**src/bayer_stats_pkg.sv**
```systemverilog
package bayer_stats_pkg;

   // token tag carried alongside every framer output
   localparam int DTYPE_WIDTH = 2;

   typedef logic [DTYPE_WIDTH-1:0] dtype_t;

   // token codes
   localparam dtype_t DTYPE_IDLE        = 2'd0;  // nothing on the stream, dv low
   localparam dtype_t DTYPE_FRAME_START = 2'd1;  // first token of a frame
   localparam dtype_t DTYPE_PIXEL       = 2'd2;  // data holds one sample
   localparam dtype_t DTYPE_ROW_END     = 2'd3;  // line just finished

   // default widths, picked up by the top level
   localparam int DEF_PIXEL_WIDTH    = 8;
   localparam int DEF_NUM_ROWS_WIDTH = 12;
   localparam int DEF_NUM_COLS_WIDTH = 12;

endpackage
```
**src/bayer_stats_top.sv**
```systemverilog
`timescale 1ns/100ps

module bayer_stats_top #(
   parameter  PIXEL_WIDTH    = bayer_stats_pkg::DEF_PIXEL_WIDTH,
   parameter  NUM_ROWS_WIDTH = bayer_stats_pkg::DEF_NUM_ROWS_WIDTH,
   parameter  NUM_COLS_WIDTH = bayer_stats_pkg::DEF_NUM_COLS_WIDTH,
   localparam ACCUM_WIDTH    = NUM_ROWS_WIDTH + NUM_COLS_WIDTH + PIXEL_WIDTH - 2,
   localparam COUNT_WIDTH    = NUM_ROWS_WIDTH + NUM_COLS_WIDTH
) (
   input  logic                      pixclk,
   input  logic                      resetb,

   input  logic                      fv,
   input  logic                      lv,
   input  logic [PIXEL_WIDTH-1:0]    pixel_in,

   input  logic [NUM_ROWS_WIDTH-1:0] row_start,
   input  logic [NUM_ROWS_WIDTH-1:0] row_end,
   input  logic [NUM_COLS_WIDTH-1:0] col_start,
   input  logic [NUM_COLS_WIDTH-1:0] col_end,

   output logic [ACCUM_WIDTH-1:0]    accum00,
   output logic [ACCUM_WIDTH-1:0]    accum01,
   output logic [ACCUM_WIDTH-1:0]    accum10,
   output logic [ACCUM_WIDTH-1:0]    accum11,
   output logic [COUNT_WIDTH-1:0]    accum_count,
   output logic                      done,
   output logic                      busy,

   output logic [PIXEL_WIDTH-1:0]    mean00,
   output logic [PIXEL_WIDTH-1:0]    mean01,
   output logic [PIXEL_WIDTH-1:0]    mean10,
   output logic [PIXEL_WIDTH-1:0]    mean11,
   output logic                      mean_valid
);

   // token stream from the framer
   logic                    tok_dv;
   bayer_stats_pkg::dtype_t tok_dtype;
   logic [PIXEL_WIDTH-1:0]  tok_data;

   sensor_framer #(
      .PIXEL_WIDTH (PIXEL_WIDTH)
   ) u_sensor_framer (
      .pixclk   (pixclk),
      .resetb   (resetb),
      .fv       (fv),
      .lv       (lv),
      .pixel_in (pixel_in),
      .dv       (tok_dv),
      .dtype    (tok_dtype),
      .data     (tok_data)
   );

   bayer_accumulator #(
      .PIXEL_WIDTH    (PIXEL_WIDTH),
      .NUM_ROWS_WIDTH (NUM_ROWS_WIDTH),
      .NUM_COLS_WIDTH (NUM_COLS_WIDTH)
   ) u_bayer_accumulator (
      .pixclk      (pixclk),
      .resetb      (resetb),
      .dvi         (tok_dv),
      .dtypei      (tok_dtype),
      .datai       (tok_data),
      .row_start   (row_start),
      .row_end     (row_end),
      .col_start   (col_start),
      .col_end     (col_end),
      .accum00     (accum00),
      .accum01     (accum01),
      .accum10     (accum10),
      .accum11     (accum11),
      .accum_count (accum_count),
      .done        (done),
      .busy        (busy)
   );

   // done doubles as the divider start, sums settle one cycle later
   channel_mean_divider #(
      .PIXEL_WIDTH    (PIXEL_WIDTH),
      .NUM_ROWS_WIDTH (NUM_ROWS_WIDTH),
      .NUM_COLS_WIDTH (NUM_COLS_WIDTH)
   ) u_channel_mean_divider (
      .pixclk     (pixclk),
      .resetb     (resetb),
      .start      (done),
      .sum00      (accum00),
      .sum01      (accum01),
      .sum10      (accum10),
      .sum11      (accum11),
      .count      (accum_count),
      .mean00     (mean00),
      .mean01     (mean01),
      .mean10     (mean10),
      .mean11     (mean11),
      .mean_valid (mean_valid)
   );

endmodule

```
**src/channel_mean_divider.sv**
```systemverilog
`timescale 1ns/100ps

module channel_mean_divider #(
   parameter  PIXEL_WIDTH    = bayer_stats_pkg::DEF_PIXEL_WIDTH,
   parameter  NUM_ROWS_WIDTH = bayer_stats_pkg::DEF_NUM_ROWS_WIDTH,
   parameter  NUM_COLS_WIDTH = bayer_stats_pkg::DEF_NUM_COLS_WIDTH,
   localparam ACCUM_WIDTH    = NUM_ROWS_WIDTH + NUM_COLS_WIDTH + PIXEL_WIDTH - 2,
   localparam COUNT_WIDTH    = NUM_ROWS_WIDTH + NUM_COLS_WIDTH
) (
   input  logic                   pixclk,
   input  logic                   resetb,

   input  logic                   start,
   input  logic [ACCUM_WIDTH-1:0] sum00,
   input  logic [ACCUM_WIDTH-1:0] sum01,
   input  logic [ACCUM_WIDTH-1:0] sum10,
   input  logic [ACCUM_WIDTH-1:0] sum11,
   input  logic [COUNT_WIDTH-1:0] count,

   output logic [PIXEL_WIDTH-1:0] mean00,
   output logic [PIXEL_WIDTH-1:0] mean01,
   output logic [PIXEL_WIDTH-1:0] mean10,
   output logic [PIXEL_WIDTH-1:0] mean11,
   output logic                   mean_valid
);

   localparam ITER_WIDTH = $clog2(ACCUM_WIDTH);

   typedef logic [ACCUM_WIDTH-1:0] accum_t;
   typedef logic [COUNT_WIDTH-1:0] count_t;
   typedef logic [PIXEL_WIDTH-1:0] pixel_t;
   typedef enum logic [1:0] {IDLE, LOAD, DIVIDE, OUTPUT} state_t;

   state_t                state;
   logic [1:0]            chan;
   logic [ITER_WIDTH-1:0] iter;
   logic                  last_iter;
   accum_t                sum_q [1:3];   // channel 00 goes straight into quo
   count_t                count_q;
   accum_t                quo;            // dividend shifts out, quotient shifts in
   count_t                rem;
   logic [COUNT_WIDTH:0]  trial;
   logic                  fits;
   accum_t                quo_next;
   count_t                rem_next;
   pixel_t                mean_r [0:3];

   // zero divisor gives zero, anything above full scale clips
   function automatic pixel_t saturate(input accum_t q, input logic zero_div);
      if (zero_div) begin
         return '0;
      end
      if (|q[ACCUM_WIDTH-1:PIXEL_WIDTH]) begin
         return '1;
      end
      return q[PIXEL_WIDTH-1:0];
   endfunction

   // one restoring step
   assign trial     = {rem, quo[ACCUM_WIDTH-1]};
   assign fits      = trial >= {1'b0, count_q};
   assign quo_next  = {quo[ACCUM_WIDTH-2:0], fits};
   assign rem_next  = fits ? count_t'(trial - {1'b0, count_q}) : trial[COUNT_WIDTH-1:0];
   assign last_iter = (iter == ITER_WIDTH'(ACCUM_WIDTH - 1));

   always_ff @(posedge pixclk or negedge resetb) begin
      if (!resetb) begin
         state <= IDLE;
         chan  <= '0;
         iter  <= '0;
      end else begin
         case (state)
            IDLE: begin
               if (start) begin   // a start while busy is simply missed
                  state <= LOAD;
               end
            end
            LOAD: begin
               chan  <= '0;
               iter  <= '0;
               state <= DIVIDE;
            end
            DIVIDE: begin
               if (last_iter) begin
                  iter <= '0;
                  if (chan == 2'd3) begin
                     state <= OUTPUT;
                  end else begin
                     chan <= chan + 1'b1;
                  end
               end else begin
                  iter <= iter + 1'b1;
               end
            end
            OUTPUT:  state <= IDLE;
            default: state <= IDLE;
         endcase
      end
   end

   always_ff @(posedge pixclk) begin
      case (state)
         LOAD: begin
            sum_q[1] <= sum01;
            sum_q[2] <= sum10;
            sum_q[3] <= sum11;
            count_q  <= count;
            quo      <= sum00;
            rem      <= '0;
         end
         DIVIDE: begin
            if (last_iter) begin
               mean_r[chan] <= saturate(quo_next, count_q == '0);
               rem          <= '0;
               if (chan != 2'd3) begin
                  quo <= sum_q[chan + 1'b1];   // next channel starts fresh
               end
            end else begin
               quo <= quo_next;
               rem <= rem_next;
            end
         end
         default: ;
      endcase
   end

   always_ff @(posedge pixclk or negedge resetb) begin
      if (!resetb) begin
         mean_valid <= 1'b0;
         mean00     <= '0;
         mean01     <= '0;
         mean10     <= '0;
         mean11     <= '0;
      end else begin
         mean_valid <= (state == OUTPUT);
         if (state == OUTPUT) begin
            mean00 <= mean_r[0];
            mean01 <= mean_r[1];
            mean10 <= mean_r[2];
            mean11 <= mean_r[3];
         end
      end
   end

endmodule

```
**src/bayer_accumulator.sv**
```systemverilog
`timescale 1ns/100ps

module bayer_accumulator #(
   parameter  PIXEL_WIDTH    = bayer_stats_pkg::DEF_PIXEL_WIDTH,
   parameter  NUM_ROWS_WIDTH = bayer_stats_pkg::DEF_NUM_ROWS_WIDTH,
   parameter  NUM_COLS_WIDTH = bayer_stats_pkg::DEF_NUM_COLS_WIDTH,
   localparam ACCUM_WIDTH    = NUM_ROWS_WIDTH + NUM_COLS_WIDTH + PIXEL_WIDTH - 2,
   localparam COUNT_WIDTH    = NUM_ROWS_WIDTH + NUM_COLS_WIDTH
) (
   input  logic                      pixclk,
   input  logic                      resetb,

   input  logic                      dvi,
   input  bayer_stats_pkg::dtype_t   dtypei,
   input  logic [PIXEL_WIDTH-1:0]    datai,

   input  logic [NUM_ROWS_WIDTH-1:0] row_start,
   input  logic [NUM_ROWS_WIDTH-1:0] row_end,
   input  logic [NUM_COLS_WIDTH-1:0] col_start,
   input  logic [NUM_COLS_WIDTH-1:0] col_end,

   output logic [ACCUM_WIDTH-1:0]    accum00,
   output logic [ACCUM_WIDTH-1:0]    accum01,
   output logic [ACCUM_WIDTH-1:0]    accum10,
   output logic [ACCUM_WIDTH-1:0]    accum11,
   output logic [COUNT_WIDTH-1:0]    accum_count,

   output logic                      done,
   output logic                      busy
);

   typedef logic [ACCUM_WIDTH-1:0]    accum_t;
   typedef logic [COUNT_WIDTH-1:0]    count_t;
   typedef logic [NUM_ROWS_WIDTH-1:0] row_t;
   typedef logic [NUM_COLS_WIDTH-1:0] col_t;

   accum_t     sum_r [0:3];   // running sums, index is {row[0], col[0]}
   count_t     pix_count;
   row_t       row;
   col_t       col;
   logic [1:0] chan;
   logic       in_window;
   logic       is_start;
   logic       is_pixel;
   logic       is_row_end;
   accum_t     pixel_ext;

   assign is_start   = dvi && (dtypei == bayer_stats_pkg::DTYPE_FRAME_START);
   assign is_pixel   = dvi && (dtypei == bayer_stats_pkg::DTYPE_PIXEL);
   assign is_row_end = dvi && (dtypei == bayer_stats_pkg::DTYPE_ROW_END);

   assign chan      = {row[0], col[0]};
   assign pixel_ext = accum_t'(datai);
   // upper bounds are exclusive
   assign in_window = (row >= row_start) && (row < row_end) &&
                      (col >= col_start) && (col < col_end);

   // position counters and the channel 00 pixel count
   always_ff @(posedge pixclk or negedge resetb) begin
      if (!resetb) begin
         row       <= '0;
         col       <= '0;
         pix_count <= '0;
      end else if (is_start) begin
         row       <= '0;
         col       <= '0;
         pix_count <= '0;
      end else if (is_row_end) begin
         row <= row + 1'b1;
         col <= '0;
      end else if (is_pixel) begin
         col <= col + 1'b1;
         if (in_window && (chan == 2'b00)) begin
            pix_count <= pix_count + 1'b1;
         end
      end
   end

   always_ff @(posedge pixclk) begin
      if (is_start) begin
         for (int i = 0; i < 4; i++) begin
            sum_r[i] <= '0;
         end
      end else if (is_pixel && in_window) begin
         sum_r[chan] <= sum_r[chan] + pixel_ext;
      end
   end

   // done fires when the end row closes, busy spans start to done
   always_ff @(posedge pixclk or negedge resetb) begin
      if (!resetb) begin
         done <= 1'b0;
         busy <= 1'b0;
      end else begin
         done <= is_row_end && (row == row_end);
         if (is_start) begin
            busy <= 1'b1;
         end else if (done) begin
            busy <= 1'b0;
         end
      end
   end

   // holding outputs keep the last complete frame
   always_ff @(posedge pixclk or negedge resetb) begin
      if (!resetb) begin
         accum00     <= '0;
         accum01     <= '0;
         accum10     <= '0;
         accum11     <= '0;
         accum_count <= '0;
      end else if (done) begin
         accum00     <= sum_r[0];
         accum01     <= sum_r[1];
         accum10     <= sum_r[2];
         accum11     <= sum_r[3];
         accum_count <= pix_count;
      end
   end

endmodule

```
**src/sensor_framer.sv**
```systemverilog
`timescale 1ns/100ps

module sensor_framer #(
   parameter PIXEL_WIDTH = bayer_stats_pkg::DEF_PIXEL_WIDTH
) (
   input  logic                    pixclk,
   input  logic                    resetb,

   input  logic                    fv,
   input  logic                    lv,
   input  logic [PIXEL_WIDTH-1:0]  pixel_in,

   output logic                    dv,
   output bayer_stats_pkg::dtype_t dtype,
   output logic [PIXEL_WIDTH-1:0]  data
);

   logic fv_q;
   logic lv_q;
   logic frame_rise;
   logic line_fall;
   logic pixel_on;

   // edges are seen against the previous cycle's levels
   assign frame_rise = fv & ~fv_q;
   assign line_fall  = fv & lv_q & ~lv;   // only counts inside a frame
   assign pixel_on   = fv & lv;

   always_ff @(posedge pixclk or negedge resetb) begin
      if (!resetb) begin
         fv_q <= 1'b0;
         lv_q <= 1'b0;
      end else begin
         fv_q <= fv;
         lv_q <= lv;
      end
   end

   // one token per cycle, frame start wins over a pixel on the same cycle
   always_ff @(posedge pixclk or negedge resetb) begin
      if (!resetb) begin
         dv    <= 1'b0;
         dtype <= bayer_stats_pkg::DTYPE_IDLE;
      end else if (frame_rise) begin
         dv    <= 1'b1;
         dtype <= bayer_stats_pkg::DTYPE_FRAME_START;
      end else if (pixel_on) begin
         dv    <= 1'b1;
         dtype <= bayer_stats_pkg::DTYPE_PIXEL;
      end else if (line_fall) begin
         dv    <= 1'b1;
         dtype <= bayer_stats_pkg::DTYPE_ROW_END;
      end else begin
         dv    <= 1'b0;
         dtype <= bayer_stats_pkg::DTYPE_IDLE;
      end
   end

   // sample register, only meaningful while the tag says pixel
   always_ff @(posedge pixclk) begin
      if (pixel_on) begin
         data <= pixel_in;
      end
   end

endmodule

```
**config.mk**
```make
export PLATFORM = sky130hd
export DESIGN_NAME = bayer_stats_top
export DESIGN_NICKNAME = d
export VERILOG_FILES = /design/src/bayer_stats_pkg.sv /design/src/bayer_stats_top.sv /design/src/channel_mean_divider.sv /design/src/bayer_accumulator.sv /design/src/sensor_framer.sv
export SDC_FILE = /design/constraint.sdc
export NUM_CORES = 1
export LEC_CHECK = 0
export ABC_AREA = 1
export ABC_CLOCK_PERIOD_IN_PS = 4650
export BUFFER_PORTS_ARGS = -buffer_cell sky130_fd_sc_hd__buf_2
export CORE_ASPECT_RATIO = 1.75
export CORE_UTILIZATION = 60
export DETAILED_ROUTE_END_ITERATION = 10
export GPL_ROUTABILITY_DRIVEN = 0
export GPL_TIMING_DRIVEN = 0
export PLACE_DENSITY = 0.8
export SLEW_MARGIN = 20
export SYNTH_ARGS = -nofsm -noshare
export SYNTH_HDL_FRONTEND = slang
export SYNTH_SLANG_ARGS = --single-unit
export TNS_END_PERCENT = 50
```
**constraint.sdc**
```tcl
create_clock -name pixclk -period 4.65 [get_ports pixclk]
set_input_delay 0.465 -clock pixclk [delete_from_list [all_inputs] [get_ports pixclk]]
set_output_delay 0.465 -clock pixclk [all_outputs]
set_load 0.01 [all_outputs]
```
; Word level (Yosys, flattened, before mapping)
; Memories as Yosys holds them, arrays and structs flattened. A register that Yosys moved wholly into a read port is not among the register bits.
; Cells that the tools add are included.
[word_totals]
mem_bits_ro = 0
reg_bits = 175
ram_bits = 242
n_memories = 3
out_inout_bits = 179
latchBits = 0
[op_classes]
reduce_logical = 32
div = 0
n_mux = 58
multipliers = 0
shift = 0
eq_ne = 16
n_bitwise = 6
n_addsub = 7
magnitude_cmp = 5
[memory_table]
columns = name, words, width, read_ports, rd_ports_with_merged_regs, write_ports, line_no
row1 = u_bayer_accumulator.sum_r, 4, 30, 5, 4, 4, bayer_accumulator.sv:37  ; accum_t sum_r [0:3];
row2 = u_channel_mean_divider.sum_q, 3, 30, 1, 0, 3, channel_mean_divider.sv:38  ; accum_t sum_q [1:3];
row3 = u_channel_mean_divider.mean_r, 4, 8, 4, 4, 1, channel_mean_divider.sv:46  ; pixel_t mean_r [0:3];
[op_table]
columns = operator, n
row1 = $mux W24, 6
row2 = $mux W30, 3
row3 = $mux W12, 5
row4 = $pmux W30 S2, 1
row5 = $mux W8, 6
row6 = $pmux W24 S2, 1
row7 = $add A30 B8 Y30, 1
row8 = $reduce_or A30 Y1, 1
row9 = $ge A25 B24 Y1, 1
row10 = $add A12 B1 Y12 const B, 2
row11 = $add A24 B1 Y24 const B, 1
row12 = $ge A12 B12 Y1, 2
row13 = $logic_not A24 Y1, 1
row14 = $lt A12 B12 Y1, 2
row15 = $sub A24 B24 Y24, 1
row16 = $mux W1, 23
row17 = $reduce_or A22 Y1, 1
row18 = $mux W2, 9
row19 = $eq A12 B12 Y1, 1
row20 = $eq A2 B2 Y1 const B, 5
row21 = $pmux W5 S2, 1
row22 = $reduce_bool A2 Y1, 5
row23 = $logic_and A1 B1 Y1, 9
row24 = $reduce_and A3 Y1, 3
row25 = other kinds (16), 33

; Longest topological paths before layout
[depth]
depth_word = 11
mapped_depth = 20

; Hierarchy
; From an unflattened synthesis, not the netlist that was laid out.
[unflattened]
hier_cells = 2760
hier_area_um2 = 27543.9
[by_module_without_submodules]
columns = module, seq_area_each_um2, area_per_inst_um2, cells_each, instances
row1 = bayer_accumulator, 8458.1, 15676.3, 1631, 1
row2 = channel_mean_divider, 7056.8, 11458.5, 1108, 1
row3 = sensor_framer, 365.4, 409.1, 21, 1

; Worst setup path before layout
; OpenSTA, ideal clock, no wires.
[synth_path]
kind = reg2reg
from = reg u_bayer_accumulator.col[0]
to = mem u_bayer_accumulator.sum_r[3][0] (netlist bit) (enable)
n_path_buf = 4
arrival_time_ps = 3493
period_less_slack_ps = 3910
setup_ps = 417
required_ps = 4233
stages_incl_launch_ff = 18
slack_ps = 740
cell_sequence = dfrtp_1 -> inv_2 -> buf_2 -> buf_4 -> buf_2 -> clkbuf_1 -> ha_1 -> nand2_1 -> nand3b_1 -> nand2_1 -> nand2_1 -> nand2_1 -> nand2_1 -> nand2_1 -> nor2_1 -> nand2_2 -> o21ai_0 -> nor2_1
[synth_lines]
columns = element, line_no
row1 = start: declaration, bayer_accumulator.sv:40  ; col_t col;
row2 = start signal: assignment, bayer_accumulator.sv:72  ; col <= col + 1'b1;
row3 = end: declaration, bayer_accumulator.sv:37

==> impl_results.md <==
* Power per cell area at 512 nW/um^2
* Post-Syn Nets at 2,908
* Antenna Nets Post-Route at 0
* First-pass GRT wire length at around 120,000 um
* Hold WC Path Type: input pin to flip-flop
* Largest net degree at the start of global routing at 89
* # clock sinks at 569
* Via density at between 5 and 6
* Critical path's slowest cell: clkbuf_1
* Post-synth top cells: nand2_1 (599), edfxtp_1 (328), nor2_1 (326), inv_1 (311), dfrtp_1 (241)
* Htree depth at 2
* Cell count after synthesis at between 2,000 and 3,000
* Number of synthesized flops with an enable pin at approximately 330
* R2R cell count at 20
* Design Power at around 16 mW
* Max Cap Violations at 0
* Die Area at between 40,000 and 50,000 um^2
* Layout cells sized above 1 at between 10% and 20%
* Num ports at between 200 and 250
* Critical R2R Launch: u_bayer_accumulator.col[0]
* CP arrival at about 5000 ps
* Worst stage delay on the critical path at between 500 and 600 ps
* Synth Cell Area at between 20,000 and 30,000 um^2
* Top delay family on crit path: buffers and inverters
* PortBufs at 238
* Clock skew at ~17 ps
* Critical Path RT at a little under 5000 ps
* Setup TNS at -158 ps
* Final HPWL DP at roughly 58,000 um
* Deepest clock path buffer count at 3
* Initial antenna violation count at 3
* Clock Pin Slew Worst Setup and Hold Paths at around 70 ps
* Worst setup SP type: flip-flop
* Critical path buffers and inverters at 6
* Slew @ Worst Pin at roughly 1100 ps
* Reg2reg end: u_bayer_accumulator.sum_r[2][16]
* Worst Hold Endpoint: u_sensor_framer.fv_q
* Seq. cell area at ~16,000 um^2
* Post-DP Area at 29,500 um^2
* Die Ht at 284 um
* Drt pass-1 iters at 10
* Most frequent cell after synthesis: nand2_1
* Fillcell total at 3,258
* Minimum clock period at 4710 ps
* Initial cell density of the core at approximately three fifths
* CTS tree: done
* Worst Hold Launch: fv
* Unrepaired setup endpoints after global routing: yes
* Maximum clock rate at 212 MHz
* Crit share post-route at 101%
* Post-synthesis sequential area ratio at roughly 58%
* Cell taking the most area after synthesis: edfxtp_1
* Die width at between 150 and 200 um
* Crit path kind: flip-flop to flip-flop
* Peak supply drop at approximately 0.00047 V
* Post-synth cell types at 48
* Fin nets at between 3,000 and 4,000
* Worst slew margin at approximately 29%
* Flop2flop setup slack at -60 ps
* 1st-iter DRT viols at ~2,100
* Register bit total from synthesis at roughly 570
* Area contributors post-synth: edfxtp_1 (36%), dfrtp_1 (22%), nand2_1 (8.2%)
* Synth warn at 0
* Remaining DRCs at 0
* Crit-path cells: buf_6 > buf_6 > buf_6 > clkbuf_1 > clkbuf_1 > nor2_1 > o22ai_1 > ha_1 > fa_1 > nand3_1 > nand2_1 > nand2_1 > nand3_1 > nand3_1 > inv_1 > nand2_1 > nor2_1 > nand2_1 > nand3_1 > nor2_1
* Area grow syn2layout at 14.9%
* Core area at 45,000 um^2
* GRT Total Usage at a little over a third
* Worst setup EP type: flip-flop
* Hold Path Depth at 1
* Final instance area at between 30,000 and 40,000 um^2
* Status: complete, but fails checks
* Std cell rows at 103
* Leakage power at around 14 nW
* CTS buffer count at 50
* Failing checks: negative setup slack
* Ys flop type: edfxtp_1
* Asr flop ratio synth at 42.4%
* Multi-input logic area at about 9800 um^2
* Utilization after layout at a little over two thirds
* Routed WL at approximately 80,000 um
* Worst-skew pair later-pin latency at just under 600 ps
* Crit path max fanout at 10
* Number of global-route vias before repair at between 20,000 and 25,000
* Via total after detailed routing at ~22,000
* Total congestion overflow at 0
* Max-slew violation count at 0
* Yosys top cell area share at 36.1%
* Wire per inst at 21.7 um
* Syn_area_per_cell at a little under 10 um^2
* Setup-failing EPs final at 4
* CTS root buf: clkbuf_16
* Final setup margin at -57.1 ps
* Fin. Hold Viols at 0
-- flip-flops by register name, summed over array words and instances (netlist names), 30 cells and up --
register and count:
u_bayer_accumulator.accum10 30, u_bayer_accumulator.accum11 30, u_bayer_accumulator.accum00 30, u_bayer_accumulator.accum01 30, u_bayer_accumulator.sum_r 120, u_channel_mean_divider.sum_q 90, u_channel_mean_divider.quo 30, u_channel_mean_divider.mean_r 32
-- per-layer routing --
metal	global-route usage, %	vias up	routed length [um]
met4	25.5	0	6510
met5	0	-	0
met2	60.6	1209	40300
li1	-	9829	-
met1	37.8	10600	26300
met3	6.46	398	6790
-- worst max path at each step --
stage / endpoint / startpoint / depth (start not counted) / slack [ps]
after floorplan: u_bayer_accumulator.sum_r[3][0] / u_bayer_accumulator.col[0] / 17 / 740
after global placement: u_bayer_accumulator.sum_r[3][18] / u_bayer_accumulator.col[0] / 17 / -1340
after detailed placement: u_bayer_accumulator.sum_r[3][17] / u_bayer_accumulator.col[0] / 18 / 130
after CTS: u_bayer_accumulator.sum_r[2][16] / u_bayer_accumulator.col[0] / 20 / 100
after global routing: u_bayer_accumulator.sum_r[2][16] / u_bayer_accumulator.col[0] / 20 / -130
final: u_bayer_accumulator.sum_r[2][16] / u_bayer_accumulator.col[0] / 20 / -60
-- stage by stage --
| step | setup slack (ps) | std cells | hold WS [ps] |
|---|---|---|---|
| 2_1_floorplan | 740 | 2754 | 169 |
| 3_3_place_gp | -1340 | 3569 | 444 |
| 3_5_place_dp | 128 | 3578 | 456 |
| 4_1_cts | 96.1 | 3673 | 34.8 |
| 5_1_grt | -134 | 3678 | 53.5 |
| 6_report | -57.1 | 3678 | 48.9 |
-- placed cells by master, fill, tap and decap left out, types with 10 or more instances in the layout --
cell and n:
a21oi_1 114, buf_2 257, clkbuf_1 60, clkbuf_16 55
clkinv_2 10, dfrtp_1 241, edfxtp_1 328, ha_1 90
inv_1 311, mux2_2 129, nand2_1 596, nand2_2 16
nand3_1 152, nand3_2 15, nand4_1 28, nor2_1 324
nor3_1 26, nor4_1 11, o21ai_0 131, o221ai_1 28
o22ai_1 10, xnor2_1 14, xor2_1 19
-- report_power, final --
part	internal, mW	switching, mW	total [mW]	leakage (nW)
registers	6.32	0.409	6.73	6.49
clock network	2.69	1.89	4.59	0.906
logic	1.48	3.27	4.75	7.08
total	10.5	5.57	16.1	14.5
-- worst register-to-register path, stage by stage, from the launching register on --
cell      delay [ps]
dfrtp_1          540
buf_6            220
buf_6            170
buf_6            180
clkbuf_1         400
clkbuf_1         570
nor2_1           110
o22ai_1          220
ha_1             250
fa_1             230
nand3_1           80
nand2_1          120
nand2_1           80
nand3_1          190
nand3_1          220
inv_1            210
nand2_1          140
nor2_1           180
nand2_1           70
nand3_1          190
nor2_1            70
-- layout make-up --
| cell class | instances | area share, % |
|---|---|---|
| Antenna cell | 3 | 0.0239 |
| Buffer | 97 | 1.48 |
| Clock buffer | 65 | 4.70 |
| Clock inverter | 29 | 1.18 |
| Inverter | 316 | 3.78 |
| Multi-Input combinational cell | 1771 | 31.3 |
| Sequential cell | 569 | 50.6 |
| Tap cell | 577 | 2.30 |
| Timing Repair Buffer | 251 | 4.66 |
-- cell families (layout without fill, tap and decap cells) --
family | after synthesis | after routing | share of synthesized area [%]
AND/OR/NAND/NOR | 1199 | 1199 | 18.5
adder cells (fa/ha/maj) | 94 | 94 | 4.36
buffers and inverters | 414 | 758 | 6.06
AO/OA/AOI/OAI | 316 | 316 | 6.53
multiplexers | 129 | 129 | 5.32
XOR/XNOR | 33 | 33 | 1.06
other | 0 | 3 | 0
flip-flops | 569 | 569 | 58.1
-- what timing repair did --
action / 4_1_cts / 5_1_grt
gates resized for setup: 0 / 2
buffers inserted: 0 / 3
hold endpoints to repair: 71 / 0
endpoints found under the setup margin: 0 / 71
hold buffers: 1 / 0
(Power assumes the default switching activity.)
